==> src/comefa_defs.svh <==
`ifndef COMEFA_DEFS_SVH
`define COMEFA_DEFS_SVH

////////////////////////////////////////////////////////////////////////////
// External word view
////////////////////////////////////////////////////////////////////////////

`define AWIDTH 9
`define DWIDTH 40

////////////////////////////////////////////////////////////////////////////
// Internal row view, 128 rows of 160 columns
////////////////////////////////////////////////////////////////////////////

`define NUM_COLS 160
`define NUM_ROWS 128
`define ROW_AWIDTH 7
`define WORDS_PER_ROW 4

// Top word address, a write here is a compute command
`define CMD_ADDR 9'd511

// Command field widths
`define PRED_WIDTH 2
`define CMD_UNUSED_WIDTH 3
`define WSEL_WIDTH 2
`define TT_WIDTH 4

`endif
==> src/comefa_pkg.sv <==
`include "comefa_defs.svh"

package comefa_pkg;

    typedef logic [`NUM_COLS-1:0] row_t;
    typedef logic [`DWIDTH-1:0] word_t;
    typedef logic [`AWIDTH-1:0] addr_t;
    typedef logic [`ROW_AWIDTH-1:0] row_addr_t;

    // Indexed by {b, a}
    typedef logic [`TT_WIDTH-1:0] tt_t;

    // Which latch gates the per-column write
    typedef enum logic [`PRED_WIDTH-1:0] {
        pred_mask      = 2'b00,
        pred_carry     = 2'b01,
        pred_not_carry = 2'b10,
        pred_always    = 2'b11
    } pred_e;

    // Port 0 takes shift_left or local, port 1 takes local or shift_right
    typedef enum logic [`WSEL_WIDTH-1:0] {
        wsel_shift_left  = 2'b00,
        wsel_local       = 2'b01,
        wsel_shift_right = 2'b10
    } wsel_e;

    ////////////////////////////////////////////////////////////////////////
    // Compute command, carried on the write data bus
    ////////////////////////////////////////////////////////////////////////
    typedef struct packed {
        pred_e                        predicate;
        logic [`CMD_UNUSED_WIDTH-1:0] unused;
        logic                         b_sel;
        logic                         b_data;
        logic                         write_en;
        wsel_e                        write_sel;
        logic                         port;
        logic                         carry_clr;
        logic                         carry_en;
        logic                         mask_clr;
        logic                         mask_en;
        tt_t                          truth_table;
        row_addr_t                    dst;
        row_addr_t                    src2;
        row_addr_t                    src1;
    } cmd_t;

endpackage

==> src/comefa_write_select.sv <==
`include "comefa_defs.svh"

module comefa_write_select (
    input  logic               clk,
    input  logic               compute_valid,
    input  logic               write_en,
    input  comefa_pkg::row_t   sum,
    input  comefa_pkg::row_t   carry_row,
    input  logic               port,
    input  comefa_pkg::wsel_e  write_sel,
    output comefa_pkg::row_t   wr_row
);

    comefa_pkg::row_t sum_shl;
    comefa_pkg::row_t sum_shr;

    // Neighbour network, zero shifted in at the row edges
    assign sum_shl = {sum[`NUM_COLS-2:0], 1'b0};
    assign sum_shr = {1'b0, sum[`NUM_COLS-1:1]};

    ////////////////////////////////////////////////////////////////////////////
    // Two write ports per column
    ////////////////////////////////////////////////////////////////////////////

    always_comb begin
        wr_row = '0;
        if (!port) begin
            case (write_sel)
                comefa_pkg::wsel_shift_left: wr_row = sum_shl;
                comefa_pkg::wsel_local:      wr_row = sum;
                default:                     wr_row = '0;
            endcase
        end else begin
            case (write_sel)
                comefa_pkg::wsel_local:       wr_row = carry_row;
                comefa_pkg::wsel_shift_right: wr_row = sum_shr;
                default:                      wr_row = '0;
            endcase
        end
    end

    // Port 0 has no right shift, port 1 has no left shift
    a_legal_wsel: assert property (
        @(posedge clk)
        (compute_valid && write_en) |->
            (port ? (write_sel inside {comefa_pkg::wsel_local, comefa_pkg::wsel_shift_right})
                  : (write_sel inside {comefa_pkg::wsel_shift_left, comefa_pkg::wsel_local}))
    );

endmodule

==> config.mk <==
export PLATFORM = sky130hd
export DESIGN_NAME = comefa_write_select
export DESIGN_NICKNAME = d
export VERILOG_FILES = /design/src/comefa_pkg.sv /design/src/comefa_write_select.sv
export VERILOG_INCLUDE_DIRS = /design/src
export SDC_FILE = /design/constraint.sdc
export NUM_CORES = 1
export LEC_CHECK = 0
export ABC_AREA = 0
export BUFFER_PORTS_ARGS = -buffer_cell sky130_fd_sc_hd__buf_2
export CORE_AREA = 2 2 186 188
export DETAILED_ROUTE_END_ITERATION = 12
export DIE_AREA = 0 0 188 190
export PLACE_DENSITY = 0.51
export SETUP_SLACK_MARGIN = 0.1
export SYNTH_ARGS = -nofsm -noshare
export SYNTH_HDL_FRONTEND = slang
export SYNTH_SLANG_ARGS = --single-unit
==> constraint.sdc <==
create_clock -name vclk -period 1.6
set_input_delay 0.16 -clock vclk [all_inputs]
set_output_delay 0.16 -clock vclk [all_outputs]
set_load 0.01 [all_outputs]
==> flow_summary.toml, run 1 <==
[worst_hold_path]
worstHoldPathType = "input pin to output port"
min_delay_path_depth = 4

[placement]
pre_cts_ws_ps = -164.2
dp_hpwl_um = 26430
portBuffers = 483
dp.cells = 1691
gp_routability_congestion = 0.9659

[power]
ir_drop_mv = 0.1226
p_switching_w = 0.001713
p_comb_share_pct = 100.0
total_power_w = 0.003257
power_frac_clock_pct = 0
pwr_density_cell_nw_per_um2 = 301.4
internal-power_w = 0.001544
p_leak_nw = 4.886
swShare_pct = 52.58
p_seq_share_pct = 0

[layout]
nFillCells = 3688
seq_cell_count = 0
multiInputGateArea_um2 = 5393
drive_gt1_share_pct = 69.22
clkbuf_count = 0
fin_nets = 1585
final_cells = 1709
diodes = 0
final_common_cell = "buf_2"
syn_to_final_growth_pct = 91.08
layout_common_cells = "buf_2 (469), inv_1 (160), nand3b_1 (158)"
seq_area_um2 = 0

[timing]
slew_headroom_pct = 77.37
setup_violations = 0
hold_viol = 0
rsz0062_at_grt = "yes"
timing.final.crit_share_pct = 99.96
worst_pin_slew_ps = 339.5
final_max_slew_viol_count = 0
finalWorstSetupSlack_ps = 0.5962
period_minus_slack_ps = 1599
fmax_mhz = 625.2

[die]
die-height_um = 190
dieArea_um2 = 35720
floorplan.rows = 68
die_x_um = 188
core_area_um2 = 33950
io_pins = 486
start_util_pct = 16.66

[synth]
ys_warn_count = 0
synth_seq_area_share_pct = 0
ys_types = 16
synthCells = 751
synth_area_um2 = 5655
syn-num-nets = 1080
avgSynthCellArea_um2 = 7.531

[global_route]
overflow = 0
gr-usage-all-layers_pct = 17.31
grt_antenna_before_repair = 3
grt_pass1_wl_um = 49980
grt_max_degree = 84
grt_pass1_vias = 8610

[drt]
drt_iter0_drc = 348
wl_per_cell_um = 19.94
wl_met3_um = 2495
drc = 0
wl_um = 34080
firstDrtPassIters = 5
antenna_left = 0
vias = 8657
met1_length_um = 13500
highest_layer = "met5"
via_per_inst = 5.066
met2RoutedLength_um = 16850

[critical_path]
critPathLaunchType = "input pin"
cp_max_fo = 28
arrival_ps = 1440
cp_data_required_time_ps = 1440
crit_type = "input pin to output port"
cp-end-kind = "output port"

[status]
status = "finished clean"

[run]
max_cap_viol_count = 0

[cts]
hold_buffers = 0
synthesized netlist by cell type:
cell type | count | area (um^2)
ha_1 | 3 | 37.54
nand2b_4 | 1 | 13.76
mux2i_1 | 1 | 10.01
o221ai_2 | 101 | 1516
buf_4 | 5 | 37.54
clkbuf_1 | 50 | 187.7
o22ai_1 | 1 | 6.260
nand3b_1 | 158 | 1186
nand2_1 | 1 | 3.750
inv_1 | 162 | 608.1
a22oi_1 | 159 | 1194
buf_2 | 34 | 170.2
o221ai_1 | 57 | 499.2
buf_6 | 15 | 168.9
buf_1 | 2 | 7.510
o32ai_1 | 1 | 8.760
routing by layer:
metal | up-vias | track usage, %
li1 | 3978 | -
met1 | 4182 | 20.46
met2 | 429 | 31.46
met3 | 62 | 3.191
met4 | 6 | 5.542
met5 | - | 0
stage by stage:
step           hold WS (ps)  utilization, %  instance area [um^2]  TNS, ps
6_report              694.0           31.83                 10810        0
2_1_floorplan         461.1               -                  5655        0
5_1_grt               711.0           31.83                 10810   -564.6
4_1_cts               691.1           30.78                 10450        0
3_5_place_dp          684.7           27.22                  9241    -2085
3_3_place_gp          683.1           27.22                  9241    -1531
power groups by stage:
stage	Clock [W]	Combinational, W	Sequential, W
finish	0	0.00326	0
global route	0	0.00347	0
CTS	0	0.00313	0
detailed placement	0	0.00270	0
global placement	0	0.00268	0
floorplan	0	0.00130	0
layout make-up:
cell class | instances | area share, %
timing repair buffer | 609 | 39.06
inverter | 162 | 5.766
tap | 455 | 5.268
multi-input combinational | 483 | 49.90
path summary, 6_finish.rpt:
kind	slack, ps	from	to
setup / recovery	0.6	write_sel[0]	wr_row[18]
hold / removal	690	sum[7]	wr_row[7]
worst max-delay path, stage by stage:
cell and delay (ps):
buf_8 100, buf_6 110, ha_4 180, buf_12 170, buf_8 180, a22oi_1 170
o221ai_1 160, buf_2 160
cells by family (layout without fill, tap and decap cells):
| family | Yosys count | count (layout) | share of synthesized area (%) |
|---|---|---|---|
| adders and majority gates | 3 | 3 | 0.6638 |
| and+or+nand+nor | 160 | 160 | 21.28 |
| AOI/OAI and AO/OA | 319 | 319 | 57.01 |
| muxes | 1 | 1 | 0.1770 |
| buffers and inverters | 268 | 771 | 20.86 |
what timing repair did:
item | 4_1_cts | 5_1_grt
setup endpoints to repair | 155 | 158
resized for setup | 204 | 45
pin swaps | 34 | 18
buffers inserted | 1 | 4
gates cloned | 9 | 4
Power figures use the tool's default switching activity.
==> run 2: changes to the inputs <==
--- a/config.mk
+++ b/config.mk
@@ -8,10 +8,10 @@
 export LEC_CHECK = 0
 export ABC_AREA = 0
 export BUFFER_PORTS_ARGS = -buffer_cell sky130_fd_sc_hd__buf_2
-export CORE_AREA = 2 2 186 188
+export CORE_AREA = 2 2 188 190
 export DETAILED_ROUTE_END_ITERATION = 12
-export DIE_AREA = 0 0 188 190
-export PLACE_DENSITY = 0.51
+export DIE_AREA = 0 0 190 192
+export PLACE_DENSITY = 0.5
 export SETUP_SLACK_MARGIN = 0.1
 export SYNTH_ARGS = -nofsm -noshare
 export SYNTH_HDL_FRONTEND = slang
==> flow_summary.toml, run 2 (synthesis results as in run 1) <==
[timing]
slew_headroom_pct = 76.24
timing.final.crit_share_pct = 103.3
period_minus_slack_ps = 1653
finalWorstSetupSlack_ps = -52.72
hold_viol = 0
worst_pin_slew_ps = 356.4
rsz0062_at_grt = "yes"
setup_violations = 67
fmax_mhz = 605.1
final_max_slew_viol_count = 0

[layout]
drive_gt1_share_pct = 69.30
seq_area_um2 = 0
clkbuf_count = 0
final_common_cell = "buf_2"
syn_to_final_growth_pct = 99.27
fin_nets = 1598
final_cells = 1723
nFillCells = 3604
seq_cell_count = 0
final_util_pct = 32.87
layout_common_cells = "buf_2 (466), inv_1 (160), nand3b_1 (158)"
final_cell_area_um2 = 11270

[critical_path]
crit_chain = "buf_8 -> inv_6 -> buf_6 -> ha_4 -> nand2_8 -> buf_4 -> o221ai_1 -> buf_2"
arrival_ps = 1490
crit_path_max_incr_delay_ps = 280
critPathLaunchType = "input pin"
critPathSlowestCell = "ha_4"
cp-end-kind = "output port"
crit_type = "input pin to output port"
cp_max_fo = 8
cp_data_required_time_ps = 1440

[power]
ir_drop_mv = 0.1551
p_leak_nw = 5.054
pwr_density_cell_nw_per_um2 = 304.4

[status]
status = "finished with violations"
violations = "setup timing"

[drt]
drt_iter0_drc = 446
drc = 0
vias = 8814
wl_um = 35550
wl_per_cell_um = 20.63
antenna_left = 0
firstDrtPassIters = 5
via_per_inst = 5.115

[global_route]
grt_max_degree = 73
grt_antenna_before_repair = 1
overflow = 0
grt_pass1_wl_um = 48310
gr-usage-all-layers_pct = 16.57
grt_pass1_vias = 8512

[worst_hold_path]
worstHoldPathType = "input pin to output port"

[placement]
dp.cells = 1691
dpl_cell_area_um2 = 9204
gp_routability_congestion = 0.9177
dp_hpwl_um = 25460
portBuffers = 483
pre_cts_ws_ps = -102.4

[die]
dieArea_um2 = 36480
die_x_um = 190
core_area_um2 = 34290
die-height_um = 192
floorplan.rows = 68
io_pins = 486
start_util_pct = 16.49

[cts]
hold_buffers = 0

[run]
max_cap_viol_count = 0
[run 2: cell count changes in the layout (fill, tap and decap cells not counted), moves of 2 or more]
cell,before,now
buf_8,16,21
o221ai_4,6,17
inv_6,0,2
buf_6,22,29
a22oi_2,119,113
a22oi_1,40,46
o221ai_2,127,118
o221ai_1,25,23
clkbuf_16,4,8
buf_2,469,466
buf_4,61,56
buf_16,10,15
[run 2: repair_timing]
item | 4_1_cts | 5_1_grt
pin swaps | 43 | 24
gates resized for setup | 160 | 115
cloned | 11 | 9
setup buffers | 7 | 5
setup endpoints to repair | 159 | 158
[run 2: final cells by class]
| cell class | count | area [um^2] | area share [%] |
|---|---|---|---|
| multi-input combinational | 483 | 5507 | 48.86 |
| inverter | 162 | 618.1 | 5.485 |
| timing repair buffer | 622 | 4573 | 40.58 |
| tap | 455 | 569.3 | 5.052 |
| antenna | 1 | 2.502 | 0.02220 |
[run 2: layer usage]
| layer | wire (um) | vias to the layer above | GRT usage (%) |
|---|---|---|---|
| met5 | 0 | - | 0 |
| met4 | 871 | 0 | 3.995 |
| met3 | 2528 | 46 | 1.900 |
| met2 | 17810 | 477 | 30.25 |
| met1 | 14340 | 4286 | 20.62 |
| li1 | - | 4005 | - |
[run 2: through the flow]
step / power (W) / TNS [ps] / hold WS (ps)
after CTS: 0.003062 / -893.1 / 682.8
after global routing: 0.003639 / -7750 / 714.9
final: 0.003431 / -1159 / 678.1
after global placement: 0.002652 / -3086 / 684.2
after floorplan: 0.001303 / 0 / 461.1
after detailed placement: 0.002665 / -3507 / 682.3
[run 2: where the power goes]
group / switching [W] / internal [W] / total (W)
logic: 0.00178 / 0.00165 / 0.00343
registers: 0 / 0 / 0
clock network: 0 / 0.0000000000838 / 0.0000000000838
[run 2: path summary, 6_finish.rpt]
| check | start | cells after the start | slack [ps] | to |
|---|---|---|---|---|
| worst max-delay path | write_sel[1] | 8 | -50 | wr_row[14] |
| worst min-delay path | sum[12] | 4 | 680 | wr_row[12] |
[run 2: critical path: cells and delay by family]
family | cells | cell delay [ps]
adders and majority gates | 1 | 280
AOI/OAI and AO/OA | 1 | 270
and+or+nand+nor | 1 | 130
buffers and inverters | 5 | 640
