$ cat src/comefa_defs.svh
`ifndef COMEFA_DEFS_SVH
`define COMEFA_DEFS_SVH

////////////////////////////////////////////////////////////////////////////
// External word view
////////////////////////////////////////////////////////////////////////////

`define AWIDTH 9
`define DWIDTH 40

////////////////////////////////////////////////////////////////////////////
// Internal row view, 128 rows of 160 columns
////////////////////////////////////////////////////////////////////////////

`define NUM_COLS 160
`define NUM_ROWS 128
`define ROW_AWIDTH 7
`define WORDS_PER_ROW 4

// Top word address, a write here is a compute command
`define CMD_ADDR 9'd511

// Command field widths
`define PRED_WIDTH 2
`define CMD_UNUSED_WIDTH 3
`define WSEL_WIDTH 2
`define TT_WIDTH 4

`endif
$ cat src/comefa_pkg.sv
`include "comefa_defs.svh"

package comefa_pkg;

    typedef logic [`NUM_COLS-1:0] row_t;
    typedef logic [`DWIDTH-1:0] word_t;
    typedef logic [`AWIDTH-1:0] addr_t;
    typedef logic [`ROW_AWIDTH-1:0] row_addr_t;

    // Indexed by {b, a}
    typedef logic [`TT_WIDTH-1:0] tt_t;

    // Which latch gates the per-column write
    typedef enum logic [`PRED_WIDTH-1:0] {
        pred_mask      = 2'b00,
        pred_carry     = 2'b01,
        pred_not_carry = 2'b10,
        pred_always    = 2'b11
    } pred_e;

    // Port 0 takes shift_left or local, port 1 takes local or shift_right
    typedef enum logic [`WSEL_WIDTH-1:0] {
        wsel_shift_left  = 2'b00,
        wsel_local       = 2'b01,
        wsel_shift_right = 2'b10
    } wsel_e;

    ////////////////////////////////////////////////////////////////////////
    // Compute command, carried on the write data bus
    ////////////////////////////////////////////////////////////////////////
    typedef struct packed {
        pred_e                        predicate;
        logic [`CMD_UNUSED_WIDTH-1:0] unused;
        logic                         b_sel;
        logic                         b_data;
        logic                         write_en;
        wsel_e                        write_sel;
        logic                         port;
        logic                         carry_clr;
        logic                         carry_en;
        logic                         mask_clr;
        logic                         mask_en;
        tt_t                          truth_table;
        row_addr_t                    dst;
        row_addr_t                    src2;
        row_addr_t                    src1;
    } cmd_t;

endpackage

$ cat src/comefa_pe_array.sv
`include "comefa_defs.svh"

module comefa_pe_array (
    input  logic                clk,
    input  logic                c_rst,
    input  logic                compute_valid,
    input  comefa_pkg::row_t    op1_row,
    input  comefa_pkg::row_t    op2_row,
    input  logic                b_sel,
    input  logic                b_data,
    input  logic                write_en,
    input  comefa_pkg::pred_e   predicate,
    input  comefa_pkg::tt_t     truth_table,
    input  logic                carry_clr,
    input  logic                carry_en,
    input  logic                mask_clr,
    input  logic                mask_en,
    output comefa_pkg::row_t    sum,
    output comefa_pkg::row_t    carry_row,
    output comefa_pkg::row_t    col_we
);

    comefa_pkg::row_t carry_q;
    comefa_pkg::row_t mask_q;
    comefa_pkg::row_t tt_out;
    comefa_pkg::row_t carry_out;
    comefa_pkg::row_t pred_row;

    ////////////////////////////////////////////////////////////////////////////
    // Bit processors, one per column
    ////////////////////////////////////////////////////////////////////////////

    for (genvar i = 0; i < `NUM_COLS; i++) begin : g_col
        logic a;
        logic b;

        assign a = op1_row[i];
        // Constant operand replaces the second row
        assign b = b_sel ? b_data : op2_row[i];

        assign tt_out[i] = truth_table[{b, a}];
        assign sum[i]    = tt_out[i] ^ carry_q[i];

        // Majority of both operands and the old carry
        assign carry_out[i] = (a & b) | (a & carry_q[i]) | (b & carry_q[i]);
    end

    ////////////////////////////////////////////////////////////////////////////
    // Predication
    ////////////////////////////////////////////////////////////////////////////

    always_comb begin
        case (predicate)
            comefa_pkg::pred_mask:      pred_row = mask_q;
            comefa_pkg::pred_carry:     pred_row = carry_q;
            comefa_pkg::pred_not_carry: pred_row = ~carry_q;
            default:                    pred_row = '1;
        endcase
    end

    assign col_we    = pred_row & {`NUM_COLS{write_en}};
    assign carry_row = carry_q;

    ////////////////////////////////////////////////////////////////////////////
    // Carry and mask latches
    ////////////////////////////////////////////////////////////////////////////

    // Updated at the same edge as the row write, so this cycle sees old values
    always_ff @(posedge clk) begin
        if (c_rst) begin
            carry_q <= '0;
            mask_q  <= '0;
        end else if (compute_valid) begin
            if (carry_clr) begin
                carry_q <= '0;
            end else if (carry_en) begin
                carry_q <= carry_out;
            end
            if (mask_clr) begin
                mask_q <= '0;
            end else if (mask_en) begin
                mask_q <= tt_out;
            end
        end
    end

    // Clear and load of one latch in the same command is ambiguous
    a_latch_ctrl: assert property (
        @(posedge clk) disable iff (c_rst)
        compute_valid |-> !(carry_clr && carry_en) && !(mask_clr && mask_en)
    );

endmodule

$ cat config.mk
export PLATFORM = sky130hd
export DESIGN_NAME = comefa_pe_array
export DESIGN_NICKNAME = d
export VERILOG_FILES = /design/src/comefa_pkg.sv /design/src/comefa_pe_array.sv
export VERILOG_INCLUDE_DIRS = /design/src
export SDC_FILE = /design/constraint.sdc
export NUM_CORES = 1
export LEC_CHECK = 0
export ABC_AREA = 1
export ABC_CLOCK_PERIOD_IN_PS = 1200
export BUFFER_PORTS_ARGS = -buffer_cell sky130_fd_sc_hd__buf_2
export CORE_AREA = 2 2 314 316
export CTS_BUF_LIST = sky130_fd_sc_hd__clkbuf_16
export DETAILED_ROUTE_END_ITERATION = 7
export DIE_AREA = 0 0 316 318
export PLACE_DENSITY_LB_ADDON = 0.05
export SYNTH_ARGS = -nofsm -noshare
export SYNTH_HDL_FRONTEND = slang
export SYNTH_SLANG_ARGS = --single-unit
$ cat constraint.sdc
create_clock -name clk -period 1.2 [get_ports clk]
set_input_delay 0.06 -clock clk [delete_from_list [all_inputs] [get_ports clk]]
set_output_delay 0.06 -clock clk [all_outputs]
set_load 0.005 [all_outputs]
==> results_dict.tcl, run 1 <==
set metrics [dict create \
    ir_worst_vdd_mv 0.950 \
    tns_ns -97.70 \
    cp_data_required_time_ns 1.14 \
    power_uw 43700 \
    num-fill-cells 9784 \
    clkLatencyLatePin_ns 0.63 \
    grt_pass1_vias 39687 \
    cts_inserted_buffers 47 \
    yosys_warnings 0 \
    yosys.area.top_type "nand2_1" \
    synth_area_per_cell_um2 5.17 \
    setup_viol 420 \
    routed_wl_um 170000 \
    drive_gt1_share_pct 40.0 \
    finalCritPeriodShare_pct 135 \
    synthArstFlopShare_pct 0 \
    worst_pin_slew_ns 0.847 \
    path_class "register to primary output" \
    cts_tree "done" \
    clock_path_buffers 3 \
    synth_area_leaders "nand2_1, dfxtp_1, a21oi_1" \
    synth_area_um2 28200 \
    violations "DRC, hold timing, setup timing" \
    final_nets 7604 \
    grt_setup_unrepaired "true" \
    row_count 115 \
    cts-root-buf "clkbuf_16" \
    post-route-drc-count 2 \
    yosysUniqueCellTypes 20 \
    synth_top_area_share_pct 36.2 \
    crit_fanout 4 \
    synthFlopType "dfxtp_1" \
    cts_sinks 320 \
    cp.arrival_ns 1.56 \
    clkSlewWorstSetupHoldPaths_ns 0.06 \
    ys_seq_area_share_pct 22.7 \
    die_height_um 318 \
    slew_headroom_pct 43.5 \
    synth_top_cells_by_count "nand2_1, a21oi_1, inv_1, nor2_1, dfxtp_1" \
    max_freq_mhz 619 \
    fin_util_pct 54.4 \
    die_area_um2 100000 \
    start_kind "register" \
    seqCellArea_um2 6900 \
    wl_per_cell_um 19.7 \
    maxSlewViolCount 0 \
    end_kind "primary output" \
    start_util_pct 29.0 \
    routed_via_density 4.87 \
    die_w_um 316 \
    post-dp-hpwl_um 114000 \
    grt_pass1_wl_um 242000 \
    final_design_area_no_fill_um2 53000 \
    reg2reg_slack_ns 0.15 \
    synth_edf_count 0 \
    pin_count 816 \
    dr_total_vias 42006 \
    post-place-ws_ns -0.424 \
    yosys_register_bits 320 \
    core_um2 97400 \
    area_growth_pct 87.8 \
    htreeDepth 2 \
    grt_use_total_pct 31.4 \
    post-route-min-period_ns 1.62 \
    fin_skew_ns 0 \
    grt_max_degree 77 \
    status "complete, but fails checks" \
    powerDensity_nw_per_um2 823 \
    hold_ws_ns -0.152 \
    multi_input_area_um2 22100 \
    port_buffers 815 \
    drt_iter0_markers 2939 \
    hp-class "primary input to register" \
    syn_nets 5799 \
    yosysMostFrequentCell "nand2_1" \
    ant_nets 0 \
    gp_congestion 0.912 \
    dpl_cell_area_um2 38600 \
    worst_slack_ns -0.417 \
    antenna_found_initial 48 \
    hold_viol_final 87 \
    synthCells 5463 \
    leakage_uw 0.0260 \
    grt_remaining_overflow 0 \
    drv_cap 0 \
    dr.pass1.iters 8 \
]
[power by group]
part           switching (µW)  internal, µW  leakage [µW]
registers                 450         10900       0.00271
clock network            6030          8120      0.000754
logic                    9620          8550        0.0225
[worst paths after layout]
kind                                     start       endpoint  depth (start not counted)
worst max-delay path            carry_row[106]    col_we[106]                          5
worst min-delay path               op1_row[55]  carry_row[55]                          5
worst max register to register   carry_row[70]  carry_row[70]                          7
worst min register to register      mask_q[87]     mask_q[87]                          2
[metal layers]
layer  GRT usage (%)  share of wire (%)  vias to the layer above
met4            14.2                5.2                       26
met3            5.02                6.4                      385
li1                -                  -                    20372
met1            38.5                 40                    19726
met2            53.8                 48                     1497
met5               0              0.096                        -
[placed cells by master, fill, tap and decap left out, drive strengths merged, types with 35 or more instances in the layout]
master and count:
buf 1654, clkbuf 62, nand2 2721, nor2 481, dfxtp 320, a21oi 480
dlygate4sd3 343, xor2 160, dlymetal6s4s 67, diode 35, inv 503, nand3 160
o21ai 322
[through the flow]
stage,instances,hold slack [ns]
detailed placement,7870,0.417
global placement,7870,0.421
CTS,8567,-0.159
finish,8622,-0.152
global route,8616,-0.108
floorplan,5463,0.272
[what timing repair did]
item | in CTS | in global routing
gates resized for setup | 998 | 1155
endpoints found under the setup margin | 480 | 635
gates cloned | 25 | 13
hold buffers | 451 | 113
pin swaps | 369 | 469
endpoints found under the hold margin | 310 | 145
buffers inserted | 168 | 69
[logic make-up (layout without fill, tap and decap cells)]
kind of cell / Yosys count / count (layout) / share of synthesized area (%)
AND/OR/NAND/NOR: 3363 / 3363 / 46.3
AO/OA/AOI/OAI: 802 / 802 / 14.2
buffers and inverters: 818 / 2655 / 11.8
other: 0 / 35 / 0
XOR/XNOR: 160 / 160 / 4.96
flip-flops: 320 / 320 / 22.7
[worst max-delay path, cell delays in order, from the launching register on]
cell     delay, ns
dfxtp_4       0.37
nand2_2       0.06
o21ai_2       0.06
a21oi_2       0.18
buf_4         0.15
buf_6         0.11
[cell type report]
class                           count  area share [%]
Antenna cell                       35           0.165
Clock buffer                       49            2.31
Clock inverter                     32           0.441
Inverter                          491            4.14
Multi-Input combinational cell   4325            41.6
Sequential cell                   320            13.0
Tap cell                         1287            3.04
Timing Repair Buffer             2079            35.2
Timing Repair inverter              4          0.0967
[registers in the layout, summed over array words and instances, names as in the netlist]
signal	flops
mask_q	160
carry_row	160
No activity file was read; power rests on OpenSTA's default activity.
==> run 2, diff against run 1 <==
- ABC_CLOCK_PERIOD_IN_PS: 1200 -> 1500
- REMOVE_ABC_BUFFERS: unset -> 1
- clock period: 1.2 -> 1.5 ns (I/O delays scaled with it)
==> results_dict.tcl, run 2 (synthesis results as in run 1) <==
set metrics [dict create \
    die_area_um2 100000 \
    core_um2 97400 \
    antenna_found_initial 29 \
    dr.pass1.iters 6 \
    routed_wl_um 164000 \
    wl_per_cell_um 19.3 \
    cts-root-buf "clkbuf_16" \
    hp-class "primary input to register" \
    routed_via_density 4.86 \
    grt_pass1_vias 38729 \
    dr_total_vias 41162 \
    r2r-start "carry_row[158]" \
    grt_use_total_pct 30.1 \
    drv_cap 0 \
    r2r-end "carry_row[158]" \
    critPathCapture "sum[116]" \
    htreeDepth 2 \
    die_w_um 316 \
    cp.arrival_ns 1.55 \
    finalCritPeriodShare_pct 109 \
    row_count 115 \
    drt_iter0_markers 2528 \
    grt_pass1_wl_um 233000 \
    startpoint "carry_row[116]" \
    powerDensity_nw_per_um2 659 \
    final_cell_mix "nand2_1, buf_2, buf_4" \
    cts_sinks 320 \
    reg2reg_slack_ns 0.10 \
    cp_data_required_time_ns 1.42 \
    crit_fanout 4 \
    port_buffers 815 \
    cts_inserted_buffers 47 \
    die_height_um 318 \
    clkSlewWorstSetupHoldPaths_ns 0.05 \
    grt_max_degree 76 \
    cts_tree "done" \
    path_class "register to primary output" \
    post-dp-hpwl_um 109000 \
    worst_slack_ns -0.128 \
    final_common_cell "nand2_1" \
    start_util_pct 29.0 \
    fin_skew_ns 0 \
    maxSlewViolCount 0 \
    tns_ns -2.68 \
    start_kind "register" \
    ir_worst_vdd_mv 0.725 \
    setup_viol 79 \
    post-place-ws_ns -0.153 \
    hold_ws_ns -0.0933 \
    grt_setup_unrepaired "true" \
    area_growth_pct 79.8 \
    clock_path_buffers 3 \
    ant_nets 0 \
    fin_util_pct 52.1 \
    leakage_uw 0.0250 \
    max_freq_mhz 614 \
    slew_headroom_pct 31.7 \
    clkLatencyLatePin_ns 0.61 \
    pin_count 816 \
    post-route-min-period_ns 1.63 \
    status "complete, but fails checks" \
    drive_gt1_share_pct 36.9 \
    end_kind "primary output" \
    gp_congestion 0.883 \
    worst_pin_slew_ns 1.02 \
    final_nets 7459 \
    post-route-drc-count 0 \
    hold_viol_final 17 \
    grt_remaining_overflow 0 \
    ff2ff_path_depth 6 \
    violations "hold timing, setup timing" \
]
run 2: cell types whose count changed in the layout (fill, tap and decap cells not counted), sizes merged, moves of 3 or more:
cell          previous run  this run
buf                   1654      1431
dlygate4sd3            343       419
diode                   35        19
clkbuf                  62        72
dlymetal6s4s            67        60
bufinv                   4         0
clkinv                  19        23
inv                    503       506
run 2: power breakdown:
group / total [µW] / internal, µW / leakage [µW] / switching (µW)
combinational: 13900 / 6420 / 0.0216 / 7500
sequential: 9070 / 8750 / 0.00269 / 320
clock: 10500 / 5810 / 0.000734 / 4680
total: 33500 / 21000 / 0.0250 / 12500
run 2: through the flow:
step | hold slack [ns] | cell area [µm²] | instances | total power [µW]
6_report | -0.0933 | 50800 | 8464 | 33500
5_1_grt | -0.00106 | 50700 | 8460 | 35100
4_1_cts | 0.000597 | 47000 | 8430 | 32300
3_5_place_dp | 0.436 | 38100 | 7804 | 19700
3_3_place_gp | 0.436 | 38100 | 7804 | 19700
2_1_floorplan | 0.144 | 26700 | 5136 | 13900
run 2: routing by layer:
layer	GRT usage, %	vias up	part of all wire (%)
li1	-	20050	-
met2	51.5	1496	48
met3	3.95	320	6.2
met4	12.7	18	4.6
met5	0	-	0.081
met1	37.7	19278	41
run 2: final cells by class:
cell class                      count  area, µm²
Timing Repair Buffer             1934      16900
Clock buffer                       49       1230
Clock inverter                     35        138
Tap cell                         1287       1610
Timing Repair inverter              3       57.6
Multi-Input combinational cell   4326      21900
Sequential cell                   320       6800
Fill cell                       10010      46700
Antenna cell                       19       47.5
Inverter                          491       2080
run 2: worst min-delay path by stage:
stage                 startpoint             end  slack, ns  depth (start not counted)
finish               op1_row[65]   carry_row[65]      -0.09                          5
global route         op2_row[70]      mask_q[70]     -0.001                          6
global placement    op1_row[151]  carry_row[151]       0.44                          5
CTS                 op2_row[130]     mask_q[130]     0.0006                          7
detailed placement   op1_row[27]   carry_row[27]       0.44                          5
floorplan                  c_rst       mask_q[0]       0.14                          1
run 2: what timing repair did:
item | 4_1_cts | 5_1_grt
setup endpoints to repair | 251 | 279
buffers inserted | 44 | 89
gates cloned | 20 | 26
resized for setup | 584 | 1114
pin swaps | 145 | 527
hold buffers | 501 | 51
endpoints found under the hold margin | 284 | 49
run 2: critical path, cell delays in order (launching register included):
cell,delay (ns)
dfxtp_4,0.37
buf_4,0.15
inv_4,0.07
xor2_4,0.20
buf_2,0.15
